**src/frame_pkg.sv**
```systemverilog
package frame_pkg;

    // Owner of a screen pixel.
    typedef enum logic [1:0] {
        OBJ_MAP  = 2'd0,
        OBJ_CAR1 = 2'd1,
        OBJ_CAR2 = 2'd2
    } object_id_t;

    // Car sprites are square.
    localparam int SPRITE_SIZE = 8;
    localparam int SPRITE_PIX  = SPRITE_SIZE * SPRITE_SIZE;

    // One map colour per 8x8 screen block.
    localparam int TILE_SHIFT = 3;

    localparam int COLOR_IDX_W = 4;
    localparam int COLOR_W     = 24;

    // Four colour indices per word, nibble 0 in the low bits.
    localparam int SRAM_DATA_W = 16;
    localparam int SRAM_ADDR_W = 12;
    localparam int SEL_W       = $clog2(SRAM_DATA_W / COLOR_IDX_W);

    // Word bases of the stored images.
    localparam int MAP_BASE  = 0;
    localparam int CAR1_BASE = 1024;
    localparam int CAR2_BASE = 1040;

    localparam int PIX_IDX_W = 10;
    localparam int COORD_W   = 10;

endpackage

```
**src/delay_line.sv**
```systemverilog
`timescale 1ns/1ps

module delay_line #(
    parameter type T     = logic,
    parameter int  DEPTH = 1
) (
    input  logic i_clk,
    input  logic i_rst_n,
    input  T     i_d,
    output T     o_q
);

    T stage [DEPTH];

    always_ff @(posedge i_clk or negedge i_rst_n) begin
        if (!i_rst_n) begin
            for (int i = 0; i < DEPTH; i++) begin
                stage[i] <= T'(0);
            end
        end else begin
            stage[0] <= i_d;
            for (int i = 1; i < DEPTH; i++) begin
                stage[i] <= stage[i-1];
            end
        end
    end

    assign o_q = stage[DEPTH-1];

endmodule

```
**src/scan_timing.sv**
```systemverilog
`timescale 1ns/1ps

module scan_timing
    import frame_pkg::*;
#(
    parameter int H_ACTIVE = 640,
    parameter int H_TOTAL  = 800,
    parameter int V_ACTIVE = 480,
    parameter int V_TOTAL  = 525,
    parameter int SYNC_LEN = 96
) (
    input  logic               i_clk,
    input  logic               i_rst_n,
    output logic [COORD_W-1:0] o_h_count,
    output logic [COORD_W-1:0] o_v_count,
    output logic               o_active,
    output logic               o_hsync,
    output logic               o_vsync
);

    localparam logic [COORD_W-1:0] H_ACT_C  = COORD_W'(H_ACTIVE);
    localparam logic [COORD_W-1:0] H_LAST_C = COORD_W'(H_TOTAL - 1);
    localparam logic [COORD_W-1:0] H_SEND_C = COORD_W'(H_ACTIVE + SYNC_LEN);
    localparam logic [COORD_W-1:0] V_ACT_C  = COORD_W'(V_ACTIVE);
    localparam logic [COORD_W-1:0] V_LAST_C = COORD_W'(V_TOTAL - 1);

    logic h_last;
    logic v_last;

    assign h_last = (o_h_count == H_LAST_C);
    assign v_last = (o_v_count == V_LAST_C);

    always_ff @(posedge i_clk or negedge i_rst_n) begin
        if (!i_rst_n) begin
            o_h_count <= '0;
            o_v_count <= '0;
        end else if (h_last) begin
            o_h_count <= '0;
            o_v_count <= v_last ? '0 : o_v_count + 1'b1;
        end else begin
            o_h_count <= o_h_count + 1'b1;
        end
    end

    assign o_active = (o_h_count < H_ACT_C) && (o_v_count < V_ACT_C);
    // Sync pulse starts right after the visible part of the line.
    assign o_hsync  = (o_h_count >= H_ACT_C) && (o_h_count < H_SEND_C);
    assign o_vsync  = (o_v_count == V_ACT_C);

    a_h_wrap: assert property (@(posedge i_clk) disable iff (!i_rst_n)
        o_h_count <= H_LAST_C);

endmodule

```
**src/pixel_decoder.sv**
```systemverilog
`timescale 1ns/1ps

module pixel_decoder
    import frame_pkg::*;
#(
    parameter int H_ACTIVE = 640
) (
    input  logic [COORD_W-1:0]        i_h_count,
    input  logic [COORD_W-1:0]        i_v_count,
    input  logic signed [COORD_W-1:0] i_car1_x,
    input  logic signed [COORD_W-1:0] i_car1_y,
    input  logic signed [COORD_W-1:0] i_car2_x,
    input  logic signed [COORD_W-1:0] i_car2_y,
    input  logic [SPRITE_PIX-1:0]     i_car1_mask,
    input  logic [SPRITE_PIX-1:0]     i_car2_mask,
    output object_id_t                o_object,
    output logic [PIX_IDX_W-1:0]      o_pixel_index
);

    localparam int SPR_W    = $clog2(SPRITE_SIZE);
    localparam int MAP_COLS = H_ACTIVE >> TILE_SHIFT;

    logic signed [COORD_W:0] car1_dx;
    logic signed [COORD_W:0] car1_dy;
    logic signed [COORD_W:0] car2_dx;
    logic signed [COORD_W:0] car2_dy;
    logic [2*SPR_W-1:0]      car1_local;
    logic [2*SPR_W-1:0]      car2_local;
    logic                    car1_box;
    logic                    car2_box;
    logic                    car1_hit;
    logic                    car2_hit;
    logic [PIX_IDX_W-1:0]    map_index;

    // Scan position relative to a sprite origin, one bit wider.
    function automatic logic signed [COORD_W:0] offset(
        input logic [COORD_W-1:0]        scan,
        input logic signed [COORD_W-1:0] pos
    );
        return $signed({1'b0, scan}) - $signed({pos[COORD_W-1], pos});
    endfunction

    function automatic logic in_sprite(input logic signed [COORD_W:0] d);
        return !d[COORD_W] && (d < (COORD_W + 1)'(SPRITE_SIZE));
    endfunction

    // Box test on plain integers.
    function automatic logic inside_box(
        input logic [COORD_W-1:0]        scan,
        input logic signed [COORD_W-1:0] pos
    );
        return (int'(scan) >= int'(pos)) && (int'(scan) < int'(pos) + SPRITE_SIZE);
    endfunction

    assign car1_dx = offset(i_h_count, i_car1_x);
    assign car1_dy = offset(i_v_count, i_car1_y);
    assign car2_dx = offset(i_h_count, i_car2_x);
    assign car2_dy = offset(i_v_count, i_car2_y);

    // Row times 8 plus column.
    assign car1_local = {car1_dy[SPR_W-1:0], car1_dx[SPR_W-1:0]};
    assign car2_local = {car2_dy[SPR_W-1:0], car2_dx[SPR_W-1:0]};

    assign car1_box = in_sprite(car1_dx) && in_sprite(car1_dy);
    assign car2_box = in_sprite(car2_dx) && in_sprite(car2_dy);

    // Mask bit set means transparent.
    assign car1_hit = car1_box && !i_car1_mask[car1_local];
    assign car2_hit = car2_box && !i_car2_mask[car2_local];

    assign map_index = PIX_IDX_W'(32'(i_v_count >> TILE_SHIFT) * MAP_COLS
                                  + 32'(i_h_count >> TILE_SHIFT));

    always_comb begin
        if (car1_hit) begin
            o_object      = OBJ_CAR1;
            o_pixel_index = PIX_IDX_W'(car1_local);
        end else if (car2_hit) begin
            o_object      = OBJ_CAR2;
            o_pixel_index = PIX_IDX_W'(car2_local);
        end else begin
            o_object      = OBJ_MAP;
            o_pixel_index = map_index;
        end
    end

    // A car owner implies the scan position lies in that car's box.
    always_comb begin
        if (o_object == OBJ_CAR1) begin
            a_car1_box: assert (inside_box(i_h_count, i_car1_x)
                                && inside_box(i_v_count, i_car1_y));
        end
        if (o_object == OBJ_CAR2) begin
            a_car2_box: assert (inside_box(i_h_count, i_car2_x)
                                && inside_box(i_v_count, i_car2_y));
        end
    end

endmodule

```
**src/sram_addr_encoder.sv**
```systemverilog
`timescale 1ns/1ps

module sram_addr_encoder
    import frame_pkg::*;
(
    input  logic                   i_clk,
    input  logic                   i_rst_n,
    input  object_id_t             i_object,
    input  logic [PIX_IDX_W-1:0]   i_pixel_index,
    output logic [SRAM_ADDR_W-1:0] o_sram_addr
);

    // End of the last car image in words.
    localparam logic [SRAM_ADDR_W-1:0] ADDR_END =
        SRAM_ADDR_W'(CAR2_BASE + (SPRITE_PIX >> SEL_W));

    logic [SRAM_ADDR_W-1:0] base;
    logic [SRAM_ADDR_W-1:0] word_index;

    always_comb begin
        case (i_object)
            OBJ_CAR1: base = SRAM_ADDR_W'(CAR1_BASE);
            OBJ_CAR2: base = SRAM_ADDR_W'(CAR2_BASE);
            default:  base = SRAM_ADDR_W'(MAP_BASE);
        endcase
    end

    // Low index bits pick the nibble later.
    assign word_index = SRAM_ADDR_W'(i_pixel_index >> SEL_W);

    always_ff @(posedge i_clk or negedge i_rst_n) begin
        if (!i_rst_n) begin
            o_sram_addr <= '0;
        end else begin
            o_sram_addr <= base + word_index;
        end
    end

    a_addr_range: assert property (@(posedge i_clk) disable iff (!i_rst_n)
        o_sram_addr < ADDR_END);

endmodule

```
**src/sram_data_decoder.sv**
```systemverilog
`timescale 1ns/1ps

module sram_data_decoder
    import frame_pkg::*;
(
    input  logic [SRAM_DATA_W-1:0] i_sram_data,
    input  logic [SEL_W-1:0]       i_sel,
    output logic [COLOR_IDX_W-1:0] o_color_idx
);

    localparam int NIBBLES = SRAM_DATA_W / COLOR_IDX_W;

    logic [COLOR_IDX_W-1:0] nibble [NIBBLES];

    // Nibble 0 sits in the lowest bits of the word.
    for (genvar g = 0; g < NIBBLES; g++) begin : g_split
        assign nibble[g] = i_sram_data[g*COLOR_IDX_W +: COLOR_IDX_W];
    end

    assign o_color_idx = nibble[i_sel];

endmodule

```
**src/color_decoder.sv**
```systemverilog
`timescale 1ns/1ps

module color_decoder
    import frame_pkg::*;
(
    input  logic                   i_clk,
    input  logic                   i_rst_n,
    input  object_id_t             i_object,
    input  logic [COLOR_IDX_W-1:0] i_color_idx,
    output logic [COLOR_W-1:0]     o_color
);

    localparam int CH_W = COLOR_W / 3;

    logic [CH_W-1:0]    level;
    logic [COLOR_W-1:0] color_next;

    // Index times 17, so 0..15 spans 0..255.
    assign level = {i_color_idx, i_color_idx};

    always_comb begin
        case (i_object)
            OBJ_CAR1: color_next = {level, {CH_W{1'b0}}, {CH_W{1'b0}}};
            OBJ_CAR2: color_next = {{CH_W{1'b0}}, {CH_W{1'b0}}, level};
            default:  color_next = {level, level, level};
        endcase
    end

    always_ff @(posedge i_clk or negedge i_rst_n) begin
        if (!i_rst_n) begin
            o_color <= '0;
        end else begin
            o_color <= color_next;
        end
    end

endmodule

```
**src/frame_decoder.sv**
```systemverilog
`timescale 1ns/1ps

module frame_decoder
    import frame_pkg::*;
#(
    parameter int H_ACTIVE = 640,
    parameter int H_TOTAL  = 800,
    parameter int V_ACTIVE = 480,
    parameter int V_TOTAL  = 525,
    parameter int SYNC_LEN = 96
) (
    input  logic                      i_clk,
    input  logic                      i_rst_n,
    input  logic signed [COORD_W-1:0] i_car1_x,
    input  logic signed [COORD_W-1:0] i_car1_y,
    input  logic signed [COORD_W-1:0] i_car2_x,
    input  logic signed [COORD_W-1:0] i_car2_y,
    input  logic [SPRITE_PIX-1:0]     i_car1_mask,
    input  logic [SPRITE_PIX-1:0]     i_car2_mask,
    output logic [SRAM_ADDR_W-1:0]    o_sram_addr,
    input  logic [SRAM_DATA_W-1:0]    i_sram_data,
    output logic [COLOR_W-1:0]        o_color,
    output logic                      o_active,
    output logic                      o_hsync,
    output logic                      o_vsync
);

    logic [COORD_W-1:0]     h_count;
    logic [COORD_W-1:0]     v_count;
    logic                   scan_active;
    logic                   scan_hsync;
    logic                   scan_vsync;
    object_id_t             object;
    object_id_t             object_sram;
    logic [PIX_IDX_W-1:0]   pixel_index;
    logic [SEL_W-1:0]       sel_sram;
    logic [COLOR_IDX_W-1:0] color_idx;

    scan_timing #(
        .H_ACTIVE (H_ACTIVE),
        .H_TOTAL  (H_TOTAL),
        .V_ACTIVE (V_ACTIVE),
        .V_TOTAL  (V_TOTAL),
        .SYNC_LEN (SYNC_LEN)
    ) u_scan_timing (
        .i_clk     (i_clk),
        .i_rst_n   (i_rst_n),
        .o_h_count (h_count),
        .o_v_count (v_count),
        .o_active  (scan_active),
        .o_hsync   (scan_hsync),
        .o_vsync   (scan_vsync)
    );

    pixel_decoder #(
        .H_ACTIVE (H_ACTIVE)
    ) u_pixel_decoder (
        .i_h_count     (h_count),
        .i_v_count     (v_count),
        .i_car1_x      (i_car1_x),
        .i_car1_y      (i_car1_y),
        .i_car2_x      (i_car2_x),
        .i_car2_y      (i_car2_y),
        .i_car1_mask   (i_car1_mask),
        .i_car2_mask   (i_car2_mask),
        .o_object      (object),
        .o_pixel_index (pixel_index)
    );

    sram_addr_encoder u_sram_addr_encoder (
        .i_clk         (i_clk),
        .i_rst_n       (i_rst_n),
        .i_object      (object),
        .i_pixel_index (pixel_index),
        .o_sram_addr   (o_sram_addr)
    );

    // Address register plus SRAM latency.
    delay_line #(
        .T     (object_id_t),
        .DEPTH (2)
    ) u_object_delay (
        .i_clk   (i_clk),
        .i_rst_n (i_rst_n),
        .i_d     (object),
        .o_q     (object_sram)
    );

    delay_line #(
        .T     (logic [SEL_W-1:0]),
        .DEPTH (2)
    ) u_sel_delay (
        .i_clk   (i_clk),
        .i_rst_n (i_rst_n),
        .i_d     (pixel_index[SEL_W-1:0]),
        .o_q     (sel_sram)
    );

    // Flags follow the colour through all three register stages.
    delay_line #(
        .T     (logic [2:0]),
        .DEPTH (3)
    ) u_sync_delay (
        .i_clk   (i_clk),
        .i_rst_n (i_rst_n),
        .i_d     ({scan_active, scan_hsync, scan_vsync}),
        .o_q     ({o_active, o_hsync, o_vsync})
    );

    sram_data_decoder u_sram_data_decoder (
        .i_sram_data (i_sram_data),
        .i_sel       (sel_sram),
        .o_color_idx (color_idx)
    );

    color_decoder u_color_decoder (
        .i_clk       (i_clk),
        .i_rst_n     (i_rst_n),
        .i_object    (object_sram),
        .i_color_idx (color_idx),
        .o_color     (o_color)
    );

endmodule

```
**config.mk**
```make
export PLATFORM = sky130hd
export DESIGN_NAME = frame_decoder
export DESIGN_NICKNAME = d
export VERILOG_FILES = /design/src/frame_pkg.sv /design/src/delay_line.sv /design/src/scan_timing.sv /design/src/pixel_decoder.sv /design/src/sram_addr_encoder.sv /design/src/sram_data_decoder.sv /design/src/color_decoder.sv /design/src/frame_decoder.sv
export SDC_FILE = /design/constraint.sdc
export NUM_CORES = 1
export LEC_CHECK = 0
export ABC_CLOCK_PERIOD_IN_PS = 10950
export BUFFER_PORTS_ARGS = -buffer_cell sky130_fd_sc_hd__buf_2
export CAP_MARGIN = 15
export CORE_ASPECT_RATIO = 0.7
export CORE_MARGIN = 2
export CORE_UTILIZATION = 44
export CTS_CLUSTER_SIZE = 12
export DETAILED_ROUTE_END_ITERATION = 8
export PLACE_DENSITY = 0.71
export SLEW_MARGIN = 10
export SYNTH_ARGS = -nofsm -noshare
export SYNTH_HDL_FRONTEND = slang
export SYNTH_SLANG_ARGS = --single-unit
```
**constraint.sdc**
```tcl
create_clock -name i_clk -period 10.95 [get_ports i_clk]
set_input_delay 2.7375 -clock i_clk [delete_from_list [all_inputs] [get_ports i_clk]]
set_output_delay 2.7375 -clock i_clk [all_outputs]
set_load 0.05 [all_outputs]
```
==> key figures, run 1 <==
Clocking
  • Clock sinks: 59
  • Cell chosen for the clock root: sky130_fd_sc_hd__clkbuf_16
  • Number of H-tree branching levels: 3
  • Max Buffers Root-to-Sink: 2
  • Total CTS buffers: 9
  • Clock latency on the worst-skew pair: 0.33 ns
  • Clock transition at the register clock pins on the worst setup and hold paths after CTS: 0.06 ns
  • Count of hold-fix buffers inserted at cts: 0
  • Post-cts sizing count: 0
  • Setup bufs post-CTS: 0
  • TritonCTS clock tree: yes

Run status
  • Result of the run: finished, final reports clean

Synthesis
  • Multiplexer share of the synthesized area: ~15%
  • Yosys top cell by area: sky130_fd_sc_hd__dfrtp_1
  • Synth top area cells: sky130_fd_sc_hd__dfrtp_1, sky130_fd_sc_hd__ha_1, sky130_fd_sc_hd__mux4_2, sky130_fd_sc_hd__mux2i_1, sky130_fd_sc_hd__inv_1
  • Synthesized-area fraction occupied by ao, oa, aoi and oai cells: 17.0%
  • Adder-cell share of the synthesized area: 11.8%
  • Main combinational cell family by area after synthesis: simple AND/OR/NAND/NOR gates
  • Average cell area after synthesis: 8.87 µm²
  • Fraction of synthesized cell area in xor and xnor cells: 3.74%
  • Synthesized instance count: 763
  • Number of enable-type register cells in the synthesized netlist: 0
  • Post-synthesis async set-or-reset flop share: 100%
  • Synth cell types: 81
  • Area fraction in and, or, nand and nor cells after synthesis: 23.6%
  • Area fraction of the dominant cell type after synthesis: about 22%
  • Total of flip-flops plus latches after synthesis: ~60
  • Ys Warns: 0
  • Netlist area before placement: approximately 6800 µm²
  • Sequential cell area fraction in the yosys report: 21.8%
  • Most used flip-flop cell after synthesis: sky130_fd_sc_hd__dfrtp_1

Drt
  • Antenna-violating nets left: 0
  • Routed length per placed instance: 17.2 µm
  • Residual DRC: 0
  • Vias per inst: 5.74
  • Number of detailed-routing iterations run before antenna repair: 7
  • DRC marker count from the first detailed-route iteration: roughly 600
  • Vias: ~6600
  • Routed Wire Length: 20000 µm

GRT
  • Total GRT Usage: roughly 25%
  • Number of global-route vias before repair: 6237
  • Maximum number of pins on one net before global-route repair: 60
  • Overall overflow remaining after global route: 0
  • Wire length of the first global-routing pass: 32300 µm
  • Initial antenna violation count: 0

STA
  • Final Cycle Share: 61.4%
  • Slew Limit Fails: 0
  • Clock Skews: 0.00475 ns
  • Hold slack final: 0.349 ns
  • Least-Margin Pin Slew: roughly 0.85 ns
  • Slew HR: 43.5%
  • Final-layout setup total negative slack: 0 ns
  • Slack of the critical path: 4.22 ns
  • Setup-violating endpoint count in the final report: 0
  • RSZ-0062 raised after global routing: no
  • Min cycle time layout: a little under 7 ns
  • Highest attainable clock frequency: 149 MHz
  • Final number of hold-violating endpoints: 0

Worst setup path
  • Series of cell instances along the critical path: buf_2 -> ha_1 -> inv_1 -> fa_1 -> mux4_2 -> mux4_2 -> nor2_1 -> a311oi_1 -> nor4_4 -> o2bb2ai_2 -> nor3_1 -> ha_1 -> ha_1 -> inv_1 -> nor2_1 -> a31oi_1 -> o221ai_2
  • Crit Path Class: primary input to flip-flop
  • Slowest stage cell on the critical path: sky130_fd_sc_hd__fa_1
  • CP Launch Type: primary input
  • Crit end category: flip-flop
  • Arrival time of data at the critical path endpoint: 6.93 ns
  • Buf+Inv Stages, Crit Path: 3
  • Kind of cell with the highest combined delay on the critical path: adder cells
  • Critical Path Max Stage Delay: 0.93 ns
  • Cell with the most instances on the worst path: sky130_fd_sc_hd__ha_1
  • Required time at the worst-slack endpoint: between 10 and 15 ns
  • Crit-path max FO: 17

Floorplanning
  • # rows: 37
  • Core Area: 14900 µm²
  • Floorplan die height: 108 µm
  • Chip Width: 152 µm
  • Area enclosed by the die boundary: 16400 µm²
  • # IOs: 225
  • Initial core utilization: a little under half

Layout
  • Most common cell after layout, fill and taps aside: sky130_fd_sc_hd__buf_2
  • Non-filler cells in the finished layout: 1157
  • Layout area overhead: 21.3%
  • Proportion of layout cells with a drive suffix above 1: 30.2%
  • Number of antenna diodes: 0
  • Final net count: approximately 1200
  • Most used cells in the layout excluding fill and tap cells: sky130_fd_sc_hd__buf_2, sky130_fd_sc_hd__inv_1, sky130_fd_sc_hd__dfrtp_1
  • Summed area of non-filler cells in the final layout: 8200 µm²
  • Fill cell count: approximately 1400

Placed design
  • Area post-placement: 7900 µm²
  • Worst slack at placement: 3.89 ns
  • Port Buffers: 222
  • Cell total after placement: 1141
  • Routability cong.: 0.928
  • DP HPWL: 16600 µm

Power and ir drop
  • P per Cell Area: 85.7 nW/µm²
  • Leakage dissipation: 0.00401 µW
  • Worst vdd rail ir drop: 0.0690 mV

Hold path
  • Hold/Removal Path Class: flip-flop to flip-flop

Flow run
  • # Max-Cap Violations: 0
[cells in the mapped netlist, types with 6 or more instances]
| cell type | instances |
|---|---|
| sky130_fd_sc_hd__inv_1 | 61 |
| sky130_fd_sc_hd__dfrtp_1 | 59 |
| sky130_fd_sc_hd__ha_1 | 54 |
| sky130_fd_sc_hd__nor2_1 | 53 |
| sky130_fd_sc_hd__nand2_1 | 43 |
| sky130_fd_sc_hd__o21ai_0 | 42 |
| sky130_fd_sc_hd__a21oi_1 | 40 |
| sky130_fd_sc_hd__nand3_1 | 27 |
| sky130_fd_sc_hd__mux4_2 | 26 |
| sky130_fd_sc_hd__nor2b_1 | 26 |
| sky130_fd_sc_hd__mux2i_1 | 23 |
| sky130_fd_sc_hd__nand2b_1 | 22 |
| sky130_fd_sc_hd__clkbuf_1 | 20 |
| sky130_fd_sc_hd__and3_1 | 16 |
| sky130_fd_sc_hd__buf_4 | 14 |
| sky130_fd_sc_hd__xor2_1 | 14 |
| sky130_fd_sc_hd__nand4_1 | 13 |
| sky130_fd_sc_hd__nor4_1 | 13 |
| sky130_fd_sc_hd__xnor2_1 | 13 |
| sky130_fd_sc_hd__a21o_1 | 12 |
| sky130_fd_sc_hd__nor3_1 | 12 |
| sky130_fd_sc_hd__nor3b_1 | 8 |
| sky130_fd_sc_hd__o21a_1 | 8 |
| sky130_fd_sc_hd__a32oi_1 | 7 |
| sky130_fd_sc_hd__and2_1 | 7 |
| sky130_fd_sc_hd__nand3b_1 | 7 |
| sky130_fd_sc_hd__o2111ai_1 | 7 |
| sky130_fd_sc_hd__or3_1 | 7 |
| sky130_fd_sc_hd__fa_1 | 6 |
| sky130_fd_sc_hd__mux4_1 | 6 |
[path summary, 6_finish.rpt]
kind / start / to / slack, ns / depth (start not counted)
worst max-delay path: i_car1_x[0] / u_sram_addr_encoder.o_sram_addr[6]$_DFF_PN0_ / 4.22 / 17
worst min-delay path: u_sync_delay.stage[4]$_DFF_PN0_ / u_sync_delay.o_q[1]$_DFF_PN0_ / 0.35 / 0
worst max register to register: u_scan_timing.o_h_count[0]$_DFF_PN0_ / u_sram_addr_encoder.o_sram_addr[6]$_DFF_PN0_ / 6.16 / 17
worst min register to register: u_sync_delay.stage[4]$_DFF_PN0_ / u_sync_delay.o_q[1]$_DFF_PN0_ / 0.35 / 0
max in group asynchronous: i_rst_n / u_scan_timing.o_h_count[3]$_DFF_PN0_ / 7.90 / 2
min in group asynchronous: i_rst_n / u_sync_delay.stage[7]$_DFF_PN0_ / 2.56 / 2
[where the power goes]
| part | total, µW | leakage (µW) | internal, µW | switching (µW) |
|---|---|---|---|---|
| registers | 221 | 0.000752 | 220 | 0.997 |
| logic | 198 | 0.00312 | 88.6 | 110 |
| clock network | 284 | 0.000142 | 177 | 106 |
[layer usage]
metal	GRT usage [%]	wire, µm	part of all wire, %	up-vias
li1	-	-	-	3214
met1	36.3	9480	47	3118
met2	39.4	8770	44	301
met3	4.19	1660	8.3	4
met4	2.40	47	0.24	0
met5	0	0	0	-
[state kept, by name, indices dropped and copies added, names as in the netlist, 3 cells and up]
register	cells
u_sync_delay.o_q	3
u_sram_addr_encoder.o_sram_addr	10
u_scan_timing.o_v_count	10
u_sync_delay.stage	6
u_scan_timing.o_h_count	10
u_color_decoder.o_color	12
[kinds of logic after synthesis]
kind of cell,Yosys count
compound gates,170
buf+inv,106
flops,59
xor+xnor,28
fa+ha+maj,60
other cells,1
mux,58
simple gates,281
[worst reg2reg max path, delay by kind of cell, from the launching register on]
family	cells	cell delay, ns
and+or+nand+nor	4	0.88
DFF	1	0.43
buffers and inverters	3	0.27
AOI/OAI and AO/OA	4	0.64
muxes	2	0.89
adders and majority gates	4	1.55
[area by class of cell]
type | count | area (µm²) | area share, %
clock inverters | 7 | 76.3 | 0.930
flip-flops and latches | 59 | 1480 | 18.0
multi-input cells | 599 | 4800 | 58.6
repair buffers | 227 | 1150 | 14.0
well taps | 195 | 244 | 2.97
inverters | 61 | 229 | 2.79
clock buffers | 9 | 225 | 2.75
[stage by stage]
stage	util, %	total power [µW]
final	55.2	703
after detailed placement	53.2	423
after global placement	53.2	420
after CTS	55.2	707
after global routing	55.2	738
after floorplan	-	360
(Power assumes the default switching activity.)
==> run 2, diff against run 1 <==
- ABC_CLOCK_PERIOD_IN_PS: 10950 -> 6000
- PLACE_DENSITY: 0.71 -> 0.74
- clock period: 10.95 -> 6 ns (I/O delays scaled with it)
==> run 2 against run 1 <==
Net effect:
- non-clock buffer count increased by 5
- via count up 0.36%
- setup slack worse by 3.5 ns
- die area is the same
- cell count up 0.35%
- core utilization up 0.26 points
- power rose by 83%
- critical path depth up 1
==> key figures, run 2 (synthesized netlist as in run 1, its figures left out) <==
Worst setup path
  • Arrival time of data at the critical path endpoint: ~5.4 ns
  • Series of cell instances along the critical path: buf_2 -> ha_1 -> inv_1 -> fa_1 -> a211o_1 -> a21oi_1 -> o2111ai_1 -> nor4b_2 -> o2111ai_1 -> or4b_1 -> o2bb2ai_2 -> nor3_1 -> ha_1 -> ha_1 -> inv_1 -> nor2_1 -> a31oi_1 -> o221ai_2
  • CP Launch Type: primary input
  • Crit-path max FO: 8
  • Slowest stage cell on the critical path: sky130_fd_sc_hd__or4b_1
  • Kind of cell with the highest combined delay on the critical path: compound AO/OA/AOI/OAI gates
  • Buf+Inv Stages, Crit Path: 3
  • Required time at the worst-slack endpoint: 6.20 ns
  • Cell with the most instances on the worst path: sky130_fd_sc_hd__ha_1
  • Crit Path Class: primary input to flip-flop
  • Critical Path Max Stage Delay: 0.70 ns
  • Crit end category: flip-flop
  • Setup slack of the most critical reg-to-reg path: 1.39 ns

Drt
  • DRC marker count from the first detailed-route iteration: approximately 490
  • Residual DRC: 0
  • Antenna-violating nets left: 0
  • Routed length per placed instance: 17.3 µm
  • Routed Wire Length: 20100 µm
  • Vias: 6661
  • Number of detailed-routing iterations run before antenna repair: 5
  • Vias per inst: 5.74

Clocking
  • Clock transition at the register clock pins on the worst setup and hold paths after CTS: roughly 0.050 ns
  • Cell chosen for the clock root: sky130_fd_sc_hd__clkbuf_16
  • Count of hold-fix buffers inserted at cts: 0
  • TritonCTS clock tree: yes
  • Post-cts sizing count: 0
  • Setup bufs post-CTS: 0
  • Max Buffers Root-to-Sink: 2
  • Total CTS buffers: 9
  • Clock latency on the worst-skew pair: 0.33 ns
  • Number of H-tree branching levels: 3
  • Clock sinks: 59

STA
  • Least-Margin Pin Slew: 0.750 ns
  • Setup-violating endpoint count in the final report: 0
  • Final Cycle Share: 87.3%
  • Highest attainable clock frequency: approximately 190 MHz
  • Final-layout setup total negative slack: 0 ns
  • Min cycle time layout: 5.24 ns
  • Clock Skews: 0.00362 ns
  • Final number of hold-violating endpoints: 0
  • Slew Limit Fails: 0
  • RSZ-0062 raised after global routing: no
  • Slew HR: 50.0%

Power and ir drop
  • Net Sw Power: 380 µW
  • Sw Share: just under 30%
  • Leakage dissipation: 0.00404 µW
  • Design internal power: 906 µW
  • Relative contribution of the clock network to total power: between 40% and 50%
  • Worst vdd rail ir drop: 0.134 mV
  • Comb pwr share: 28.4%
  • Sequential share of power: a little under a third
  • P per Cell Area: 156 nW/µm²

Layout
  • Layout Utilization: 55.5%
  • Flip-flop count of the largest register after layout: 12
  • Number of antenna diodes: 0
  • Register with the highest flop count: u_color_decoder.o_color
  • Most used cells in the layout excluding fill and tap cells: sky130_fd_sc_hd__buf_2, sky130_fd_sc_hd__inv_1, sky130_fd_sc_hd__dfrtp_1
  • Final net count: approximately 1200
  • Most common cell after layout, fill and taps aside: sky130_fd_sc_hd__buf_2
  • Proportion of layout cells with a drive suffix above 1: 30.5%
  • Layout area overhead: 21.8%

Floorplanning
  • Floorplan die height: between 100 and 150 µm
  • Area enclosed by the die boundary: 16400 µm²
  • Initial core utilization: 45.5%
  • Chip Width: 152 µm
  • Core Area: 14900 µm²
  • # IOs: 225
  • # rows: 37

GRT
  • Maximum number of pins on one net before global-route repair: 60
  • Initial antenna violation count: 1
  • Overall overflow remaining after global route: 0
  • Number of global-route vias before repair: 6407
  • Total GRT Usage: 24.7%
  • Wire length of the first global-routing pass: between 30000 and 40000 µm

Flow run
  • # Max-Cap Violations: 0

Run status
  • Result of the run: finished, final reports clean

Placed design
  • Port Buffers: 222
  • Routability cong.: 0.964
  • DP HPWL: 16600 µm

Hold path
  • Hold/Removal Path Class: flip-flop to flip-flop
## run 2: changes by cell type in the layout (fill, tap and decap cells not counted), sizes merged
cell	change
clkinv	-1
buf	+5
clkbuf	+2
inv	-2
## run 2: power by group through the flow
| stage | Sequential, µW | Combinational [µW] | Clock (µW) |
|---|---|---|---|
| after floorplan | 426 | 231 | 0 |
| after global placement | 411 | 356 | 0 |
| after detailed placement | 411 | 362 | 0 |
| after CTS | 404 | 364 | 523 |
| after global routing | 405 | 399 | 540 |
| final | 404 | 365 | 516 |
## run 2: routing by layer
metal / track usage (%) / vias up / wire length (µm)
met4: 3.67 / 0 / 151
met2: 40.4 / 306 / 9020
met3: 4.87 / 23 / 1600
met1: 34.7 / 3105 / 9350
li1: - / 3227 / -
met5: 0 / - / 0
## run 2: worst paths after layout
check,start,endpoint,cells past startpoint
hold / removal,u_sync_delay.stage[5]$_DFF_PN0_,u_sync_delay.o_q[2]$_DFF_PN0_,0
setup reg to reg,u_scan_timing.o_v_count[0]$_DFFE_PN0N_,u_sram_addr_encoder.o_sram_addr[6]$_DFF_PN0_,18
setup / recovery,i_car2_y[0],u_sram_addr_encoder.o_sram_addr[6]$_DFF_PN0_,18
max in group asynchronous,i_rst_n,u_scan_timing.o_h_count[6]$_DFF_PN0_,2
min in group asynchronous,i_rst_n,u_color_decoder.o_color[22]$_DFF_PN0_,2
hold reg to reg,u_sync_delay.stage[5]$_DFF_PN0_,u_sync_delay.o_q[2]$_DFF_PN0_,0
## run 2: cell type report
class	instances	area [µm²]
fill	1388	6620
multi-input combinational	599	4800
sequential	59	1480
timing repair buffer	232	1190
clock buffer	11	253
tap	195	244
inverter	61	229
clock inverter	4	50.0
## run 2: stage by stage
step | cell area, µm² | total power, µW | setup WS [ns] | hold WS, ns | cells
6_report | 8240 | 1290 | 0.763 | 0.344 | 1161
3_3_place_gp | 7940 | 767 | 0.676 | 0.331 | 1146
4_1_cts | 8240 | 1290 | 0.851 | 0.342 | 1161
2_1_floorplan | 6770 | 657 | 0.895 | 0.331 | 764
5_1_grt | 8240 | 1340 | 0.522 | 0.351 | 1161
3_5_place_dp | 7940 | 773 | 0.527 | 0.335 | 1146
